$ cat config.mk
export PLATFORM = sky130hd
export DESIGN_NAME = payload_gen_flat
export DESIGN_NICKNAME = d
export VERILOG_FILES = /design/src/rtl/trust_pkg.sv /design/src/rtl/mem_bus_if.sv /design/src/rtl/payload_gen.sv /design/src/flat_wrapper.sv
export SDC_FILE = /design/constraint.sdc
export NUM_CORES = 1
export LEC_CHECK = 0
export ABC_AREA = 1
export BUFFER_PORTS_ARGS = -buffer_cell sky130_fd_sc_hd__buf_2
export CAP_MARGIN = 20
export CORE_AREA = 3 3 83 85
export CTS_CLUSTER_SIZE = 25
export DETAILED_ROUTE_END_ITERATION = 8
export DIE_AREA = 0 0 86 88
export PLACE_DENSITY = 0.73
export SYNTH_ARGS = -nofsm -noshare
export SYNTH_HDL_FRONTEND = slang
export SYNTH_SLANG_ARGS = --single-unit
$ cat constraint.sdc
create_clock -name clk -period 0.9 [get_ports clk]
set_input_delay 0.09 -clock clk [delete_from_list [all_inputs] [get_ports clk]]
set_output_delay 0.09 -clock clk [all_outputs]
set_load 0.1 [all_outputs]
$ cat src/rtl/trust_pkg.sv
/* Trust testbed package
   Widths, vector types, reset values and the LFSR feedback rule */
package trust_pkg;

    // Field widths
    localparam int ADDR_W = 8;
    localparam int DATA_W = 16;
    localparam int KEY_W  = 128;
    localparam int LOAD_W = 64;
    localparam int LFSR_W = 20;

    // Number of memory words
    localparam int DEPTH = 256;

    // Address and data seen on the memory bus
    typedef logic [ADDR_W-1:0] addr_t;
    typedef logic [DATA_W-1:0] data_t;

    // Hidden state and payload
    typedef logic [KEY_W-1:0]  key_t;
    typedef logic [LOAD_W-1:0] load_t;
    typedef logic [LFSR_W-1:0] lfsr_t;

    // Key after reset, 64-bit pattern repeated twice
    localparam key_t KEY_INIT = 128'hFEDC_BA98_7654_3210_FEDC_BA98_7654_3210;

    // LFSR after reset, all ones so it never locks up
    localparam lfsr_t LFSR_INIT = {LFSR_W{1'b1}};

    // Fibonacci feedback taps
    localparam int LFSR_TAP_A = 19;
    localparam int LFSR_TAP_B = 16;

    // One LFSR step
    // Shift left, feedback from the two taps enters at bit 0
    function automatic lfsr_t lfsr_step(lfsr_t state);
        logic feedback;
        feedback = state[LFSR_TAP_A] ^ state[LFSR_TAP_B];
        return {state[LFSR_W-2:0], feedback};
    endfunction

    // One key step
    // Rotate left by a byte, the outgoing byte is mixed with the address
    function automatic key_t key_step(key_t key, addr_t addr);
        logic [7:0] top_byte;
        top_byte = key[KEY_W-1 -: 8];
        return {key[KEY_W-9:0], top_byte ^ addr};
    endfunction

endpackage

$ cat src/rtl/mem_bus_if.sv
/* Memory bus
   Address, write data and the write and read strobes of one access */
`timescale 1ns/100ps

interface mem_bus_if;

    // Location of the access
    trust_pkg::addr_t addr;

    // Word to be stored on a write
    trust_pkg::data_t write_data;

    // Strobes, write wins when both are high
    logic write_enable;
    logic read_enable;

    // Driven from the top level ports
    modport host (
        output addr,
        output write_data,
        output write_enable,
        output read_enable
    );

    // Blocks that observe the access
    modport target (
        input addr,
        input write_data,
        input write_enable,
        input read_enable
    );

endinterface

$ cat src/rtl/payload_gen.sv
/* Payload generator
   Access-stepped 20-bit LFSR combined with the two key halves into a 64-bit load */
`timescale 1ns/100ps

module payload_gen (
    input  logic              clk,
    input  logic              rst,
    mem_bus_if.target         bus,
    input  trust_pkg::key_t   key,
    output trust_pkg::load_t  load
);

    // Any strobe counts as one access
    logic access;

    // LFSR state and its next value
    trust_pkg::lfsr_t lfsr;
    trust_pkg::lfsr_t lfsr_next;

    // Feedback from the two taps
    logic feedback;

    // Key halves folded together
    trust_pkg::load_t key_fold;

    // LFSR widened to payload size
    trust_pkg::load_t lfsr_ext;

    assign access = bus.write_enable | bus.read_enable;

    // Fibonacci step, new bit shifted in at the bottom
    always_comb begin
        feedback  = lfsr[trust_pkg::LFSR_TAP_A] ^ lfsr[trust_pkg::LFSR_TAP_B];
        lfsr_next = {lfsr[trust_pkg::LFSR_W-2:0], feedback};
    end

    // LFSR register, steps once per access edge
    always_ff @(posedge clk or posedge rst) begin
        if (rst) begin
            lfsr <= trust_pkg::LFSR_INIT;
        end else if (access) begin
            lfsr <= lfsr_next;
        end
    end

    // Fold the key
    // Low half XOR high half
    always_comb begin
        key_fold = key[trust_pkg::LOAD_W-1:0]
                 ^ key[trust_pkg::KEY_W-1:trust_pkg::LOAD_W];
    end

    // Zero-extend the LFSR into the low bits
    always_comb begin
        lfsr_ext = {{(trust_pkg::LOAD_W - trust_pkg::LFSR_W){1'b0}}, lfsr};
    end

    // Payload follows the current key and LFSR with no register
    // The memory sees the value from before the edge that updates them
    assign load = key_fold ^ lfsr_ext;

endmodule

$ cat src/flat_wrapper.sv
// flat-port wrapper written by rule: the top's interface ports become plain ports
module payload_gen_flat 
  (clk, rst, key, load, bus_addr, bus_write_data, bus_write_enable, bus_read_enable);
  mem_bus_if bus_i ();
  input  logic clk;
  input  logic rst;
  input  trust_pkg::key_t key;
  output trust_pkg::load_t load;
  input wire logic [$bits(bus_i.addr)-1:0] bus_addr;
  input wire logic [$bits(bus_i.write_data)-1:0] bus_write_data;
  input wire logic [$bits(bus_i.write_enable)-1:0] bus_write_enable;
  input wire logic [$bits(bus_i.read_enable)-1:0] bus_read_enable;
  assign bus_i.addr = bus_addr;
  assign bus_i.write_data = bus_write_data;
  assign bus_i.write_enable = bus_write_enable;
  assign bus_i.read_enable = bus_read_enable;
  payload_gen u_core (.clk(clk), .rst(rst), .bus(bus_i), .key(key), .load(load));
endmodule
-- Yosys cells after proc, flatten, opt, wreduce, memory -nomap -nowiden
Cells that the tools add are included.
- register bits: 20
- bits of input ports: 156
- output and inout port bits: 64
- word-level logic and storage cells: 5
- bitwise operators: 4
- operators by type and width (cell ; count):
    $xor 64x20->64 ; 1
    $xor 64x64->64 ; 1
    $or 1x1->1 ; 1
    $xor 1x1->1 ; 1

-- Longest topological paths before layout
Gate-level depths: netlist of run 1.
- word-level depth: 2
- mapped depth: 5
- gate-level depth less buffers: 5

-- Worst setup path before layout of run 1
No wires, ideal clock.
- kind: input to output
- from: input key[84]
- to: output load[20]
- data arrival time: 1.520 ns
- required time: 0.810 ns
- slack: -0.710 ns
- stages: 1
- path buffers: 0
- cell sequence: xor2_1
- cells in the longest elaborated chain, start to end: 2
- RTL lines (what ; RTL line ; RTL):
    start, declared ; flat_wrapper.sv:7 ; input trust_pkg::key_t key;
    $xor 64x64->64 ; payload_gen.sv:50 ; ^ key[trust_pkg::KEY_W-1:trust_pkg::LOAD_W];
    $xor 64x20->64 ; payload_gen.sv:60 ; assign load = key_fold ^ lfsr_ext;
    end, declared ; flat_wrapper.sv:8 ; output trust_pkg::load_t load;
No other way between the ends.

-- Worst setup path after layout of run 1
- from: register u_core.lfsr[16]
- to: output load[16]
- cells in the longest elaborated chain, start to end: 1
- RTL lines (what ; RTL line ; RTL):
    start, declared ; payload_gen.sv:17 ; trust_pkg::lfsr_t lfsr;
    start signal, assigned ; payload_gen.sv:40 ; lfsr <= trust_pkg::LFSR_INIT;
    start signal, assigned ; payload_gen.sv:42 ; lfsr <= lfsr_next;
    $xor 64x20->64 ; payload_gen.sv:60 ;
No other way between the ends.

==> impl_summary.txt, run 1 <==
----------------------------------------------------
[Pwr]
  Switching power total ... 6.67 mW
  PwrDens ... 2120 mW/mm2
  Maximum resistive drop on vdd ... 1620 uV
  Part of the total power dissipated in combinational logic ... 77.7%
  Sum of internal, switching and leakage power ... 12.2 mW
  Internal power component ... 5.55 mW
  Power share of the sequential group ... 14.9%
  Net Sw Frac ... 54.6%
  Cell leakage power ... 2.64 nW
  Clock network fraction of design power ... 7.4%

[Final layout]
  Footprint of the multi-input gates ... 0.00269 mm2
  Area added between synthesis and finish ... 210%
  Fillers ... 220
  Core utilization of the finished layout ... 92.0%
  Post-route cell area ... 0.00578 mm2
  Register with the most flip-flops ... u_core.lfsr
  Sequential cell area ... 526 um2
  Max FFs per register ... 20
  Final #Nets ... 668
  Non-filler cells, final ... 589
  Share of cells above drive strength 1 ... 74.6%
  Registers with the highest flip-flop counts ... u_core.lfsr: 20 flops

[Timing]
  Worst slew slack as a fraction of its limit ... 83.0%
  Fin Clk Skew ... 0.00166 ns
  Worst setup margin ... -0.447 ns
  Setup-failing EPs final ... 35
  Worst slew pin tran ... 0.256 ns
  Max Freq ... 742 MHz
  Final worst-path cycle share ... 150%
  Final-report max-slew violation count ... 0
  Shortest period the worst path allows ... 1.35 ns
  Final Hold Fails ... 0
  Tightest hold margin ... 0.107 ns
  Setup repair after global routing missed its margin ... true
  Sum Neg Setup Slack ... -8.83 ns

[Clock network]
  CTS Root Buffer Type ... sky130_fd_sc_hd__clkbuf_8
  # hold bufs at CTS ... 0
  CTS tree ... built
  Number of H-tree levels ... 1
  CTS clk-pin slew, worst paths ... 0.08 ns
  Number of CTS-inserted buffers ... 3
  Buffer depth of the longest clock path ... 2
  Number of sinks handled by clock tree synthesis ... 20
  Insertion delay to the later sink of the worst-skew pair ... 0.26 ns

[Floorplan]
  Die outline height ... 88 um
  Die X-Extent ... 86 um
  Starting density of the core ... 29.7%
  Top-level port count ... 220
  Row count ... 29
  Core region area ... 0.00628 mm2
  Die area ... 0.00757 mm2

[Logic synthesis]
  Post-synthesis cell type with the largest combined area ... sky130_fd_sc_hd__dfstp_2
  Asr flop ratio synth ... 100%
  Most instantiated library cell after synthesis ... sky130_fd_sc_hd__nand2_1
  Flip-flop cell with the highest count after synthesis ... sky130_fd_sc_hd__dfstp_2
  Top cell types by occurrence after synthesis ... 124 x sky130_fd_sc_hd__nand2_1, 63 x sky130_fd_sc_hd__inv_1, 44 x sky130_fd_sc_hd__xor2_1
  Area of the mapped netlist ... 0.00186 mm2
  Number of flops mapped to enable cells by yosys ... 0
  Number of warnings printed during yosys synthesis ... 0
  Synth Register Bits ... 20
  Leading post-synthesis cells by cell area ... sky130_fd_sc_hd__dfstp_2 28%, sky130_fd_sc_hd__nand2_1 25%, sky130_fd_sc_hd__xor2_1 21%
  Share of Yosys cell area claimed by the top area cell type ... 28.2%
  Unique masters post-synth ... 13
  Number of standard cells after synthesis ... 296
  Synthesized area divided by synthesized cell count ... 6.29 um2
  Portion of the post-synthesis area used by sequential elements ... 28.2%
  Post-synth net total ... 452

[GRT]
  Maximum number of pins on one net before global-route repair ... 40
  Total overflow reported by the global router ... 0
  Number of global-route vias before repair ... 3,016
  Antenna violations before repair ... 1
  Overall global routing resource usage ... 23.4%
  First-pass GRT wire length ... 13.8 mm

[Worst setup path]
  Worst setup EP type ... output pin
  Worst Path Buf+Inv ... 2
  Largest delay share family, worst path ... flip-flops
  Source of the worst register-to-register timing path ... u_core.lfsr[14]
  CP Class ... reg2out
  Number of cells traversed by the worst register-to-register path ... 4
  Worst endpoint required time ... 0.81 ns
  Worst EP arrival ... 1.26 ns
  Cell-by-cell trace of the critical path ... inv_2 > nand2_4 > nand2_8 > buf_12
  Kind of start point of the critical path ... flip-flop
  Reg-to-reg slack, setup ... -0.23 ns
  Cell type of the slowest stage on the worst timing path ... sky130_fd_sc_hd__dfstp_2
  Critical Path Fanout Max ... 3
  Crit Reg-Reg Endpoint ... u_core.lfsr[15]
  Crit path largest cell delay ... 0.61 ns

[Drt]
  DRC violation count after routing ... 0
  Detail-routed via count per cell ... 4.63
  Drt total wl ... 10.1 mm
  First-pass iteration count of the detailed router ... 4
  Number of nets with antenna violations after routing ... 0
  Starting DRT DRC Count ... 111
  Routed via count ... 2,728
  Routed wire per std cell ... 17.2 um

[Hold path]
  Hold Path Class ... in2async

[Placement]
  Post-place setup slack ... -0.127 ns
  Inst Count DP ... 570
  Buffers added on ports ... 195
  Placement Cell Area ... 0.00547 mm2
  RD Place Congestion ... 0.714
  DP Wirelength ... 7.34 mm

[Flow run]
  Number of max-capacitance violations reported ... 0

[Status]
  Violated checks ... setup timing
  Status ... complete, but fails checks

----------------------------------------------------
## placed cells by master (no fill, tap or decap), drive strengths merged
master	netlist	final
inv	63	63
bufinv	0	1
o21ai	19	19
dfstp	20	20
buf	3	215
clkbuf	1	3
diode	0	1
nand2	124	124
nand3	21	21
nor2	1	1
xor2	44	44
## kinds of logic (layout without fill, tap and decap cells)
| kind of cell | count (synthesis) | count (layout) | synth area share (%) |
|---|---|---|---|
| buffers and inverters | 67 | 282 | 14.6 |
| AO/OA/AOI/OAI | 19 | 19 | 5.51 |
| other | 0 | 1 | 0 |
| flip-flops | 20 | 20 | 28.2 |
| XOR/XNOR | 44 | 44 | 20.7 |
| AND/OR/NAND/NOR | 146 | 146 | 31.0 |
## metal layers
| metal | routed length, um | up-vias | part of all wire, % | global-route usage (%) |
|---|---|---|---|---|
| met5 | 0 | - | 0 | 0 |
| met4 | 261 | 0 | 2.6 | 9.21 |
| met3 | 697 | 21 | 6.9 | 6.87 |
| met2 | 6240 | 122 | 62 | 49.9 |
| met1 | 2910 | 1315 | 29 | 19.5 |
| li1 | - | 1270 | - | - |
## tightest hold or removal path, delay by kind of cell
kind | cells | cell delay (ns)
buf+inv | 3 | 0.41
## how the worst max path moves through the flow
stage                     from        to  slack [ns]  cells past startpoint
2_1_floorplan  u_core.lfsr[16]  load[16]       -0.01                      3
3_3_place_gp   u_core.lfsr[16]  load[16]        -0.1                      4
3_5_place_dp   u_core.lfsr[16]  load[16]       -0.13                      4
4_1_cts        u_core.lfsr[14]  load[14]       -0.40                      3
5_1_grt        u_core.lfsr[16]  load[16]       -0.46                      4
6_report       u_core.lfsr[16]  load[16]       -0.45                      4
## what timing repair did
action | 4_1_cts | 5_1_grt
resized for setup | 28 | 25
pin swaps | 20 | 15
setup endpoints to repair | 32 | 37
buffers inserted | 8 | 11
## final cells by class
class / instances / share of cell area (%)
clock buffer: 3 / 0.715
clock inverter: 1 / 0.520
multi-input combinational: 209 / 46.6
antenna: 1 / 0.0433
inverter: 63 / 4.14
timing repair buffer: 215 / 37.2
tap: 77 / 1.67
sequential: 20 / 9.10
## power by group through the flow
| stage | combinational, mW | sequential, mW | clock (mW) |
|---|---|---|---|
| 6_report | 9.50 | 1.82 | 0.901 |
| 5_1_grt | 9.79 | 1.85 | 0.967 |
| 4_1_cts | 9.14 | 1.80 | 0.913 |
| 3_5_place_dp | 8.84 | 1.81 | 0 |
| 3_3_place_gp | 8.69 | 1.78 | 0 |
| 2_1_floorplan | 5.80 | 1.73 | 0 |
(Power assumes the default switching activity.)
==> inputs of run 2 (changes only) <==
--- a/config.mk
+++ b/config.mk
@@ -9,6 +9,7 @@
 export BUFFER_PORTS_ARGS = -buffer_cell sky130_fd_sc_hd__buf_2
 export CAP_MARGIN = 20
 export CORE_AREA = 3 3 83 85
+export CTS_BUF_LIST = sky130_fd_sc_hd__clkbuf_16
 export CTS_CLUSTER_SIZE = 25
 export DETAILED_ROUTE_END_ITERATION = 8
 export DIE_AREA = 0 0 86 88
==> run 2 against run 1 <==
  * The flow still finishes with violations (setup timing)
  * Final area rose by 0.78%
  * Largest cell class unchanged
  * Count of clock-buffer cells in the layout did not move
  * Via count rose by 2.9%
  * Power rose by 4.1%
  * Sequential power rose by 2%
  * Critical path depth did not move
  * Register-to-register slack improved by 0.03 ns
  * Flip-flop and latch count did not move
  * Critical path type unchanged
==> impl_summary.txt, run 2 (synthesis gave the netlist of run 1 again) <==
----------------------------------------------------
[Floorplan]
  Starting density of the core ... 29.7% (unchanged)
  Top-level port count ... 220 (unchanged)
  Die area ... 0.00757 mm2 (unchanged)
  Row count ... 29 (unchanged)
  Core region area ... 0.00628 mm2 (unchanged)
  Die outline height ... 88 um (unchanged)
  Die X-Extent ... 86 um (unchanged)

[GRT]
  Overall global routing resource usage ... 26.5% (was 23.4%)
  First-pass GRT wire length ... 15.6 mm (was 13.8 mm)
  Maximum number of pins on one net before global-route repair ... 40 (unchanged)
  Total overflow reported by the global router ... 0 (unchanged)
  Antenna violations before repair ... 0 (was 1)
  Number of global-route vias before repair ... 3,200 (was 3,016)

[Final layout]
  Ant. Diodes ... 0 (was 1)
  Final #Nets ... 671 (was 668)
  Register with the most flip-flops ... u_core.lfsr (unchanged)
  Max FFs per register ... 20 (unchanged)
  Most common cell after layout, fill and taps aside ... sky130_fd_sc_hd__buf_2 (unchanged)
  Most used cells in the layout excluding fill and tap cells ... 131 x sky130_fd_sc_hd__buf_2, 81 x sky130_fd_sc_hd__nand2_1, 65 x sky130_fd_sc_hd__buf_12, 44 x sky130_fd_sc_hd__xor2_4, 43 x sky130_fd_sc_hd__inv_1 (was 131 x sky130_fd_sc_hd__buf_2, 83 x sky130_fd_sc_hd__nand2_1, 65 x sky130_fd_sc_hd__buf_12, 44 x sky130_fd_sc_hd__xor2_4, 43 x sky130_fd_sc_hd__inv_1)
  Area added between synthesis and finish ... 212% (was 210%)
  Registers with the highest flip-flop counts ... u_core.lfsr: 20 flops (unchanged)
  Fillers ... 210 (was 220)
  Share of cells above drive strength 1 ... 75.3% (was 74.6%)

[Worst setup path]
  Source of the worst register-to-register timing path ... u_core.lfsr[18] (was u_core.lfsr[14])
  Crit path from ... u_core.lfsr[17] (was u_core.lfsr[16])
  Cell-by-cell trace of the critical path ... inv_2 > nand2_4 > nand2_8 > buf_12 (unchanged)
  Crit path largest cell delay ... 0.60 ns (was 0.61 ns)
  Cell type of the slowest stage on the worst timing path ... sky130_fd_sc_hd__dfstp_2 (unchanged)
  Worst endpoint required time ... 0.81 ns (about the same)
  Kind of start point of the critical path ... flip-flop (unchanged)
  Worst Path Buf+Inv ... 2 (unchanged)
  CP Class ... reg2out (unchanged)
  Worst setup EP type ... output pin (unchanged)
  Worst EP arrival ... 1.25 ns (was 1.26 ns)
  Critical Path Fanout Max ... 3 (unchanged)
  Largest delay share family, worst path ... flip-flops (unchanged)

[Pwr]
  Sum of internal, switching and leakage power ... 12.7 mW (was 12.2 mW)
  PwrDens ... 2190 mW/mm2 (was 2120 mW/mm2)
  Cell leakage power ... 2.68 nW (was 2.64 nW)
  Internal power component ... 5.88 mW (was 5.55 mW)
  Power share of the sequential group ... 14.6% (was 14.9%)
  Net Sw Frac ... 53.8% (was 54.6%)
  Switching power total ... 6.84 mW (was 6.67 mW)
  Maximum resistive drop on vdd ... 1800 uV (was 1620 uV)
  Clock network fraction of design power ... 9.8% (was 7.4%)
  Part of the total power dissipated in combinational logic ... 75.6% (was 77.7%)

[Timing]
  Worst slew slack as a fraction of its limit ... 82.6% (was 83.0%)
  Shortest period the worst path allows ... 1.34 ns (was 1.35 ns)
  Final Hold Fails ... 0 (unchanged)
  Fin Clk Skew ... 0.00179 ns (was 0.00166 ns)
  Setup repair after global routing missed its margin ... true (unchanged)
  Worst setup margin ... -0.440 ns (was -0.447 ns)
  Final worst-path cycle share ... 149% (was 150%)
  Setup-failing EPs final ... 36 (was 35)
  Worst slew pin tran ... 0.260 ns (was 0.256 ns)
  Final-report max-slew violation count ... 0 (unchanged)
  Max Freq ... 747 MHz (was 742 MHz)

[Drt]
  Number of nets with antenna violations after routing ... 0 (unchanged)
  Drt total wl ... 11.6 mm (was 10.1 mm)
  Detail-routed via count per cell ... 4.75 (was 4.63)
  DRC violation count after routing ... 0 (unchanged)
  Routed via count ... 2,806 (was 2,728)
  Starting DRT DRC Count ... 123 (was 111)
  First-pass iteration count of the detailed router ... 4 (unchanged)
  Routed wire per std cell ... 19.6 um (was 17.2 um)

[Placement]
  RD Place Congestion ... 0.714 (unchanged)
  DP Wirelength ... 7.34 mm (unchanged)
  Buffers added on ports ... 195 (unchanged)
  Post-place setup slack ... -0.127 ns (unchanged)

[Clock network]
  Buffer depth of the longest clock path ... 2 (unchanged)
  CTS clk-pin slew, worst paths ... 0.06 ns (was 0.08 ns)
  # hold bufs at CTS ... 0 (unchanged)
  Number of H-tree levels ... 1 (unchanged)
  Number of sinks handled by clock tree synthesis ... 20 (unchanged)
  Number of CTS-inserted buffers ... 3 (unchanged)
  CTS Root Buffer Type ... sky130_fd_sc_hd__clkbuf_16 (was sky130_fd_sc_hd__clkbuf_8)
  Insertion delay to the later sink of the worst-skew pair ... 0.26 ns (about the same)
  CTS tree ... built (unchanged)

[Flow run]
  Number of max-capacitance violations reported ... 0 (unchanged)

[Status]
  Violated checks ... setup timing (unchanged)
  Status ... complete, but fails checks (unchanged)

[Hold path]
  Hold Path Class ... in2async (unchanged)

----------------------------------------------------
-- run 2: cell types whose count changed in the layout (fill, tap and decap cells not counted), moves of 2 or more --
cell | before | now
sky130_fd_sc_hd__nand2_1 | 83 | 81
sky130_fd_sc_hd__clkbuf_8 | 3 | 0
sky130_fd_sc_hd__clkbuf_16 | 0 | 3
sky130_fd_sc_hd__buf_4 | 6 | 9
sky130_fd_sc_hd__o21ai_2 | 13 | 16
sky130_fd_sc_hd__o21ai_4 | 2 | 0
sky130_fd_sc_hd__nand2_2 | 0 | 2
-- run 2: final cells by class --
type	count	area (um2)	share of cell area, %
multi-input combinational	209	2690	46.2
clock inverter	1	30.0	0.516
timing repair buffer	218	2170	37.3
tap	77	96.3	1.66
sequential	20	526	9.03
inverter	63	236	4.06
clock buffer	3	75.1	1.29
-- run 2: path summary, 6_finish.rpt --
check | end | slack (ns) | cells past startpoint
worst max-delay path | load[17] | -0.44 | 4
worst min-delay path | u_core.lfsr[9] | 0.10 | 3
worst max register to register | u_core.lfsr[19] | -0.20 | 4
worst min register to register | u_core.lfsr[12] | 0.52 | 2
max in group asynchronous | u_core.lfsr[1] | 0.77 | 3
min in group clk | u_core.lfsr[0] | 0.19 | 5
-- run 2: power by group through the flow --
stage                     logic (mW)  clock network, mW  registers [mW]
after global placement          8.69                  0            1.78
final                           9.62               1.25            1.86
after detailed placement        8.84                  0            1.81
after CTS                       9.21               1.23            1.80
after floorplan                 5.80                  0            1.73
after global routing            9.91               1.30            1.89
-- run 2: timing repair --
item | in CTS | in global routing
setup endpoints to repair | 32 | 38
buffers inserted | 11 | 12
pin swaps | 20 | 14
resized for setup | 29 | 24
-- run 2: per-stage QoR --
step	TNS (ns)	instances	hold slack, ns	instance area, um2	util, %
final	-9.15	591	0.104	5820	92.7
after global routing	-10.07	591	0.151	5820	92.7
after CTS	-7.91	584	0.111	5720	91.1
after floorplan	-0.0160	296	0.259	3410	-
after detailed placement	-2.14	570	0.377	5470	87.1
after global placement	-1.81	570	0.372	5470	87.1
-- run 2: worst min-delay path, cell delays in order --
cell,delay [ns]
sky130_fd_sc_hd__buf_2,0.09
sky130_fd_sc_hd__inv_1,0.05
sky130_fd_sc_hd__buf_4,0.27
-- run 2: metal layers --
| metal | up-vias | GRT usage, % | share of wire (%) |
|---|---|---|---|
| li1 | 1269 | - | - |
| met1 | 1362 | 24.1 | 28 |
| met2 | 146 | 55.6 | 61 |
| met3 | 29 | 7.24 | 7.4 |
| met4 | 0 | 8.20 | 3.1 |
| met5 | - | 0 | 0 |
==> inputs of run 3 (changes only) <==
--- a/config.mk
+++ b/config.mk
@@ -14,6 +14,7 @@
 export DETAILED_ROUTE_END_ITERATION = 8
 export DIE_AREA = 0 0 86 88
 export PLACE_DENSITY = 0.73
+export SETUP_SLACK_MARGIN = 0.4
 export SYNTH_ARGS = -nofsm -noshare
 export SYNTH_HDL_FRONTEND = slang
 export SYNTH_SLANG_ARGS = --single-unit
==> run 3 against run 2 <==
  * The flow now stops in clock tree synthesis (4_1_cts)
  * Area after synthesis unchanged
  * Synthesized cell count stayed put
==> impl_summary.txt, run 3 <==
----------------------------------------------------
[Logic synthesis]
  Number of flops mapped to enable cells by yosys ... 0 (unchanged)
  Flip-flop cell with the highest count after synthesis ... sky130_fd_sc_hd__dfstp_2 (unchanged)
  Synth Register Bits ... 20 (unchanged)
  Asr flop ratio synth ... 100% (unchanged)
  Post-synth net total ... 452 (unchanged)
  Post-synthesis cell type with the largest combined area ... sky130_fd_sc_hd__dfstp_2 (unchanged)
  Number of standard cells after synthesis ... 296 (unchanged)
  Share of Yosys cell area claimed by the top area cell type ... 28.2% (unchanged)
  Unique masters post-synth ... 13 (unchanged)
  Top cell types by occurrence after synthesis ... 124 x sky130_fd_sc_hd__nand2_1, 63 x sky130_fd_sc_hd__inv_1, 44 x sky130_fd_sc_hd__xor2_1 (unchanged)
  Synthesized area divided by synthesized cell count ... 6.29 um2 (unchanged)
  Area of the mapped netlist ... 0.00186 mm2 (unchanged)
  Leading post-synthesis cells by cell area ... sky130_fd_sc_hd__dfstp_2 28%, sky130_fd_sc_hd__nand2_1 25%, sky130_fd_sc_hd__xor2_1 21% (unchanged)
  Most instantiated library cell after synthesis ... sky130_fd_sc_hd__nand2_1 (unchanged)
  Portion of the post-synthesis area used by sequential elements ... 28.2% (unchanged)
  Number of warnings printed during yosys synthesis ... 0 (unchanged)

[Clock network]
  # hold bufs at CTS ... 0 (unchanged)
  Buffer depth of the longest clock path ... 2 (unchanged)
  Number of sinks handled by clock tree synthesis ... 20 (unchanged)
  CTS Root Buffer Type ... sky130_fd_sc_hd__clkbuf_16 (unchanged)
  Setup Fix Bufs, Post-CTS ... 17 (was 11)
  CTS-repair resized insts ... 266 (was 29)
  Number of H-tree levels ... 1 (unchanged)
  Number of CTS-inserted buffers ... 3 (unchanged)

[Placement]
  Post-place setup slack ... -0.132 ns (was -0.127 ns)
  Placement Cell Area ... 0.00558 mm2 (was 0.00547 mm2)
  Buffers added on ports ... 195 (unchanged)
  RD Place Congestion ... 0.755 (was 0.714)
  DP Wirelength ... 7.47 mm (was 7.34 mm)

[Floorplan]
  Die X-Extent ... 86 um (unchanged)
  Row count ... 29 (unchanged)
  Starting density of the core ... 29.7% (unchanged)
  Die outline height ... 88 um (unchanged)
  Top-level port count ... 220 (unchanged)

[Status]
  Status ... did not finish (was complete, but fails checks)
  First logged error message ... [ERROR DPL-0038] Utilization greater than 100%, impossible to legalize
  Stage at which the run stopped ... clock tree synthesis (4_1_cts)

----------------------------------------------------
run 3: cell counts after synthesis:
No cell type changed its count.
run 3: kinds of logic after synthesis:
family,Yosys count,share of synthesized area [%]
AOI/OAI and AO/OA,19,5.51
xor gates and xnor gates,44,20.7
buffers and inverters,67,14.6
DFF,20,28.2
and+or+nand+nor,146,31.0
run 3: stage by stage:
| step | std cells | util [%] |
|---|---|---|
| floorplan | 296 | - |
| global placement | 585 | 88.9 |
| detailed placement | 585 | 88.9 |
==> inputs of run 4 (changes only) <==
--- a/config.mk
+++ b/config.mk
@@ -9,12 +9,9 @@
 export BUFFER_PORTS_ARGS = -buffer_cell sky130_fd_sc_hd__buf_2
 export CAP_MARGIN = 20
 export CORE_AREA = 3 3 83 85
-export CTS_BUF_LIST = sky130_fd_sc_hd__clkbuf_16
-export CTS_CLUSTER_SIZE = 25
 export DETAILED_ROUTE_END_ITERATION = 8
 export DIE_AREA = 0 0 86 88
-export PLACE_DENSITY = 0.73
-export SETUP_SLACK_MARGIN = 0.4
+export PLACE_DENSITY_LB_ADDON = 0.15
 export SYNTH_ARGS = -nofsm -noshare
 export SYNTH_HDL_FRONTEND = slang
 export SYNTH_SLANG_ARGS = --single-unit
==> run 4 against run 3 <==
  * The flow now finishes, with violations (setup timing)
==> impl_summary.txt, run 4 (synthesis gave the netlist of run 1 again) <==
----------------------------------------------------
[Floorplan]
  Top-level port count ... 220 (unchanged)
  Die X-Extent ... 86 um (unchanged)
  Row count ... 29 (unchanged)
  Die area ... 0.00757 mm2
  Starting density of the core ... 29.7% (unchanged)
  Die outline height ... 88 um (unchanged)
  Core region area ... 0.00628 mm2

[Clock network]
  Number of H-tree levels ... 1 (unchanged)
  Buffer depth of the longest clock path ... 2 (unchanged)
  CTS tree ... built
  Insertion delay to the later sink of the worst-skew pair ... 0.28 ns
  Number of CTS-inserted buffers ... 3 (unchanged)
  CTS clk-pin slew, worst paths ... 0.09 ns
  CTS Root Buffer Type ... sky130_fd_sc_hd__clkbuf_8 (was sky130_fd_sc_hd__clkbuf_16)
  Number of sinks handled by clock tree synthesis ... 20 (unchanged)

[Final layout]
  Share of cells above drive strength 1 ... 75.2%
  Final #Nets ... 673
  Fillers ... 200
  Footprint of the multi-input gates ... 0.00272 mm2
  Most common cell after layout, fill and taps aside ... sky130_fd_sc_hd__buf_2
  Non-filler cells, final ... 593
  Area added between synthesis and finish ... 214%
  Sequential cell area ... 526 um2
  Ant. Diodes ... 0
  Register with the most flip-flops ... u_core.lfsr
  Most used cells in the layout excluding fill and tap cells ... 131 x sky130_fd_sc_hd__buf_2, 80 x sky130_fd_sc_hd__nand2_1, 65 x sky130_fd_sc_hd__buf_12, 44 x sky130_fd_sc_hd__xor2_4, 43 x sky130_fd_sc_hd__inv_1
  Registers with the highest flip-flop counts ... u_core.lfsr: 20 flops
  Max FFs per register ... 20
  Post-route cell area ... 0.00584 mm2

[Hold path]
  Hold Path Class ... in2async

[GRT]
  Antenna violations before repair ... 0
  Number of global-route vias before repair ... 3,252
  First-pass GRT wire length ... 15.2 mm
  Overall global routing resource usage ... 25.8%
  Total overflow reported by the global router ... 0
  Maximum number of pins on one net before global-route repair ... 21

[Drt]
  Detail-routed via count per cell ... 4.73
  Routed wire per std cell ... 17.9 um
  DRC violation count after routing ... 0
  First-pass iteration count of the detailed router ... 4
  Routed via count ... 2,802
  Drt total wl ... 10.6 mm
  Number of nets with antenna violations after routing ... 0
  Starting DRT DRC Count ... 76

[Timing]
  Tightest hold margin ... 0.0880 ns
  Worst slew slack as a fraction of its limit ... 82.1%
  Worst slew pin tran ... 0.269 ns
  Final-report max-slew violation count ... 0
  Setup repair after global routing missed its margin ... true
  Final worst-path cycle share ... 151%
  Shortest period the worst path allows ... 1.36 ns
  Worst setup margin ... -0.456 ns
  Fin Clk Skew ... 0.00575 ns
  Final Hold Fails ... 0
  Max Freq ... 738 MHz
  Setup-failing EPs final ... 36

[Worst setup path]
  Worst EP arrival ... 1.27 ns
  Cell type of the slowest stage on the worst timing path ... sky130_fd_sc_hd__dfstp_2
  CP Class ... reg2out
  Critical Path Fanout Max ... 3
  Crit path largest cell delay ... 0.61 ns
  Worst setup EP type ... output pin
  Worst endpoint required time ... 0.81 ns
  Cell-by-cell trace of the critical path ... inv_2 > nand2_4 > nand2_8 > buf_12
  Kind of start point of the critical path ... flip-flop

[Placement]
  Inst Count DP ... 576 (was 585)
  Placement Cell Area ... 0.00551 mm2 (was 0.00558 mm2)
  Buffers added on ports ... 195 (unchanged)
  RD Place Congestion ... 0.753 (was 0.755)
  Post-place setup slack ... -0.124 ns (was -0.132 ns)
  DP Wirelength ... 7.78 mm (was 7.47 mm)

[Status]
  Status ... complete, but fails checks (was did not finish)
  Violated checks ... setup timing

[Pwr]
  Switching power total ... 6.80 mW
  Internal power component ... 5.64 mW
  Maximum resistive drop on vdd ... 2140 uV
  Cell leakage power ... 2.68 nW
  PwrDens ... 2130 mW/mm2
  Part of the total power dissipated in combinational logic ... 77.7%
  Net Sw Frac ... 54.7%
  Power share of the sequential group ... 14.7%
  Clock network fraction of design power ... 7.6%

[Flow run]
  Number of max-capacitance violations reported ... 0

----------------------------------------------------
run 4: routing by layer:
layer / global-route usage (%) / share of wire [%]
met1: 22.4 / 28
met2: 56.5 / 61
met3: 5.55 / 6.8
met4: 8.20 / 4.8
met5: 0 / 0
run 4: timing repair:
item,CTS,global route
gates resized for setup,44,25
buffers inserted,18,13
hold buffers,0,0
setup endpoints to repair,32,37
pin swaps,29,13
run 4: through the flow:
stage	TNS (ns)	util, %	power (mW)
finish	-9.29	93.1	12.4
global route	-10.08	93.1	12.8
CTS	-9.08	92.8	12.3
detailed placement	-2.43	87.8	10.7
global placement	-1.81	87.8	10.5
floorplan	-0.0160	-	7.53
run 4: path summary, 6_finish.rpt:
check,start,endpoint,slack (ns),cells past startpoint
worst max-delay path,u_core.lfsr[18],load[18],-0.46,4
worst min-delay path,rst,u_core.lfsr[2],0.09,3
worst max register to register,u_core.lfsr[16],u_core.lfsr[0],-0.18,5
worst min register to register,u_core.lfsr[11],u_core.lfsr[11],0.52,2
max in group asynchronous,rst,u_core.lfsr[15],0.78,3
min in group clk,bus_read_enable,u_core.lfsr[0],0.21,5
run 4: area by class of cell:
type                       count  area share [%]
multi-input combinational    209            46.5
timing repair buffer         220            37.5
sequential                    20            9.00
inverter                      63            4.09
tap                           77            1.65
clock buffer                   3           0.707
clock inverter                 1           0.514
run 4: critical path, delay by kind of cell, from the launching register on:
family / cells / cell delay [ns]
flops: 1 / 0.61
simple gates: 2 / 0.14
buf+inv: 2 / 0.24
run 4: power by group through the flow:
stage / Sequential (mW) / Clock (mW) / Combinational (mW)
after floorplan: 1.73 / 0 / 5.80
after global placement: 1.77 / 0 / 8.74
after detailed placement: 1.80 / 0 / 8.94
after CTS: 1.79 / 0.928 / 9.60
after global routing: 1.85 / 0.974 / 9.97
final: 1.83 / 0.950 / 9.67
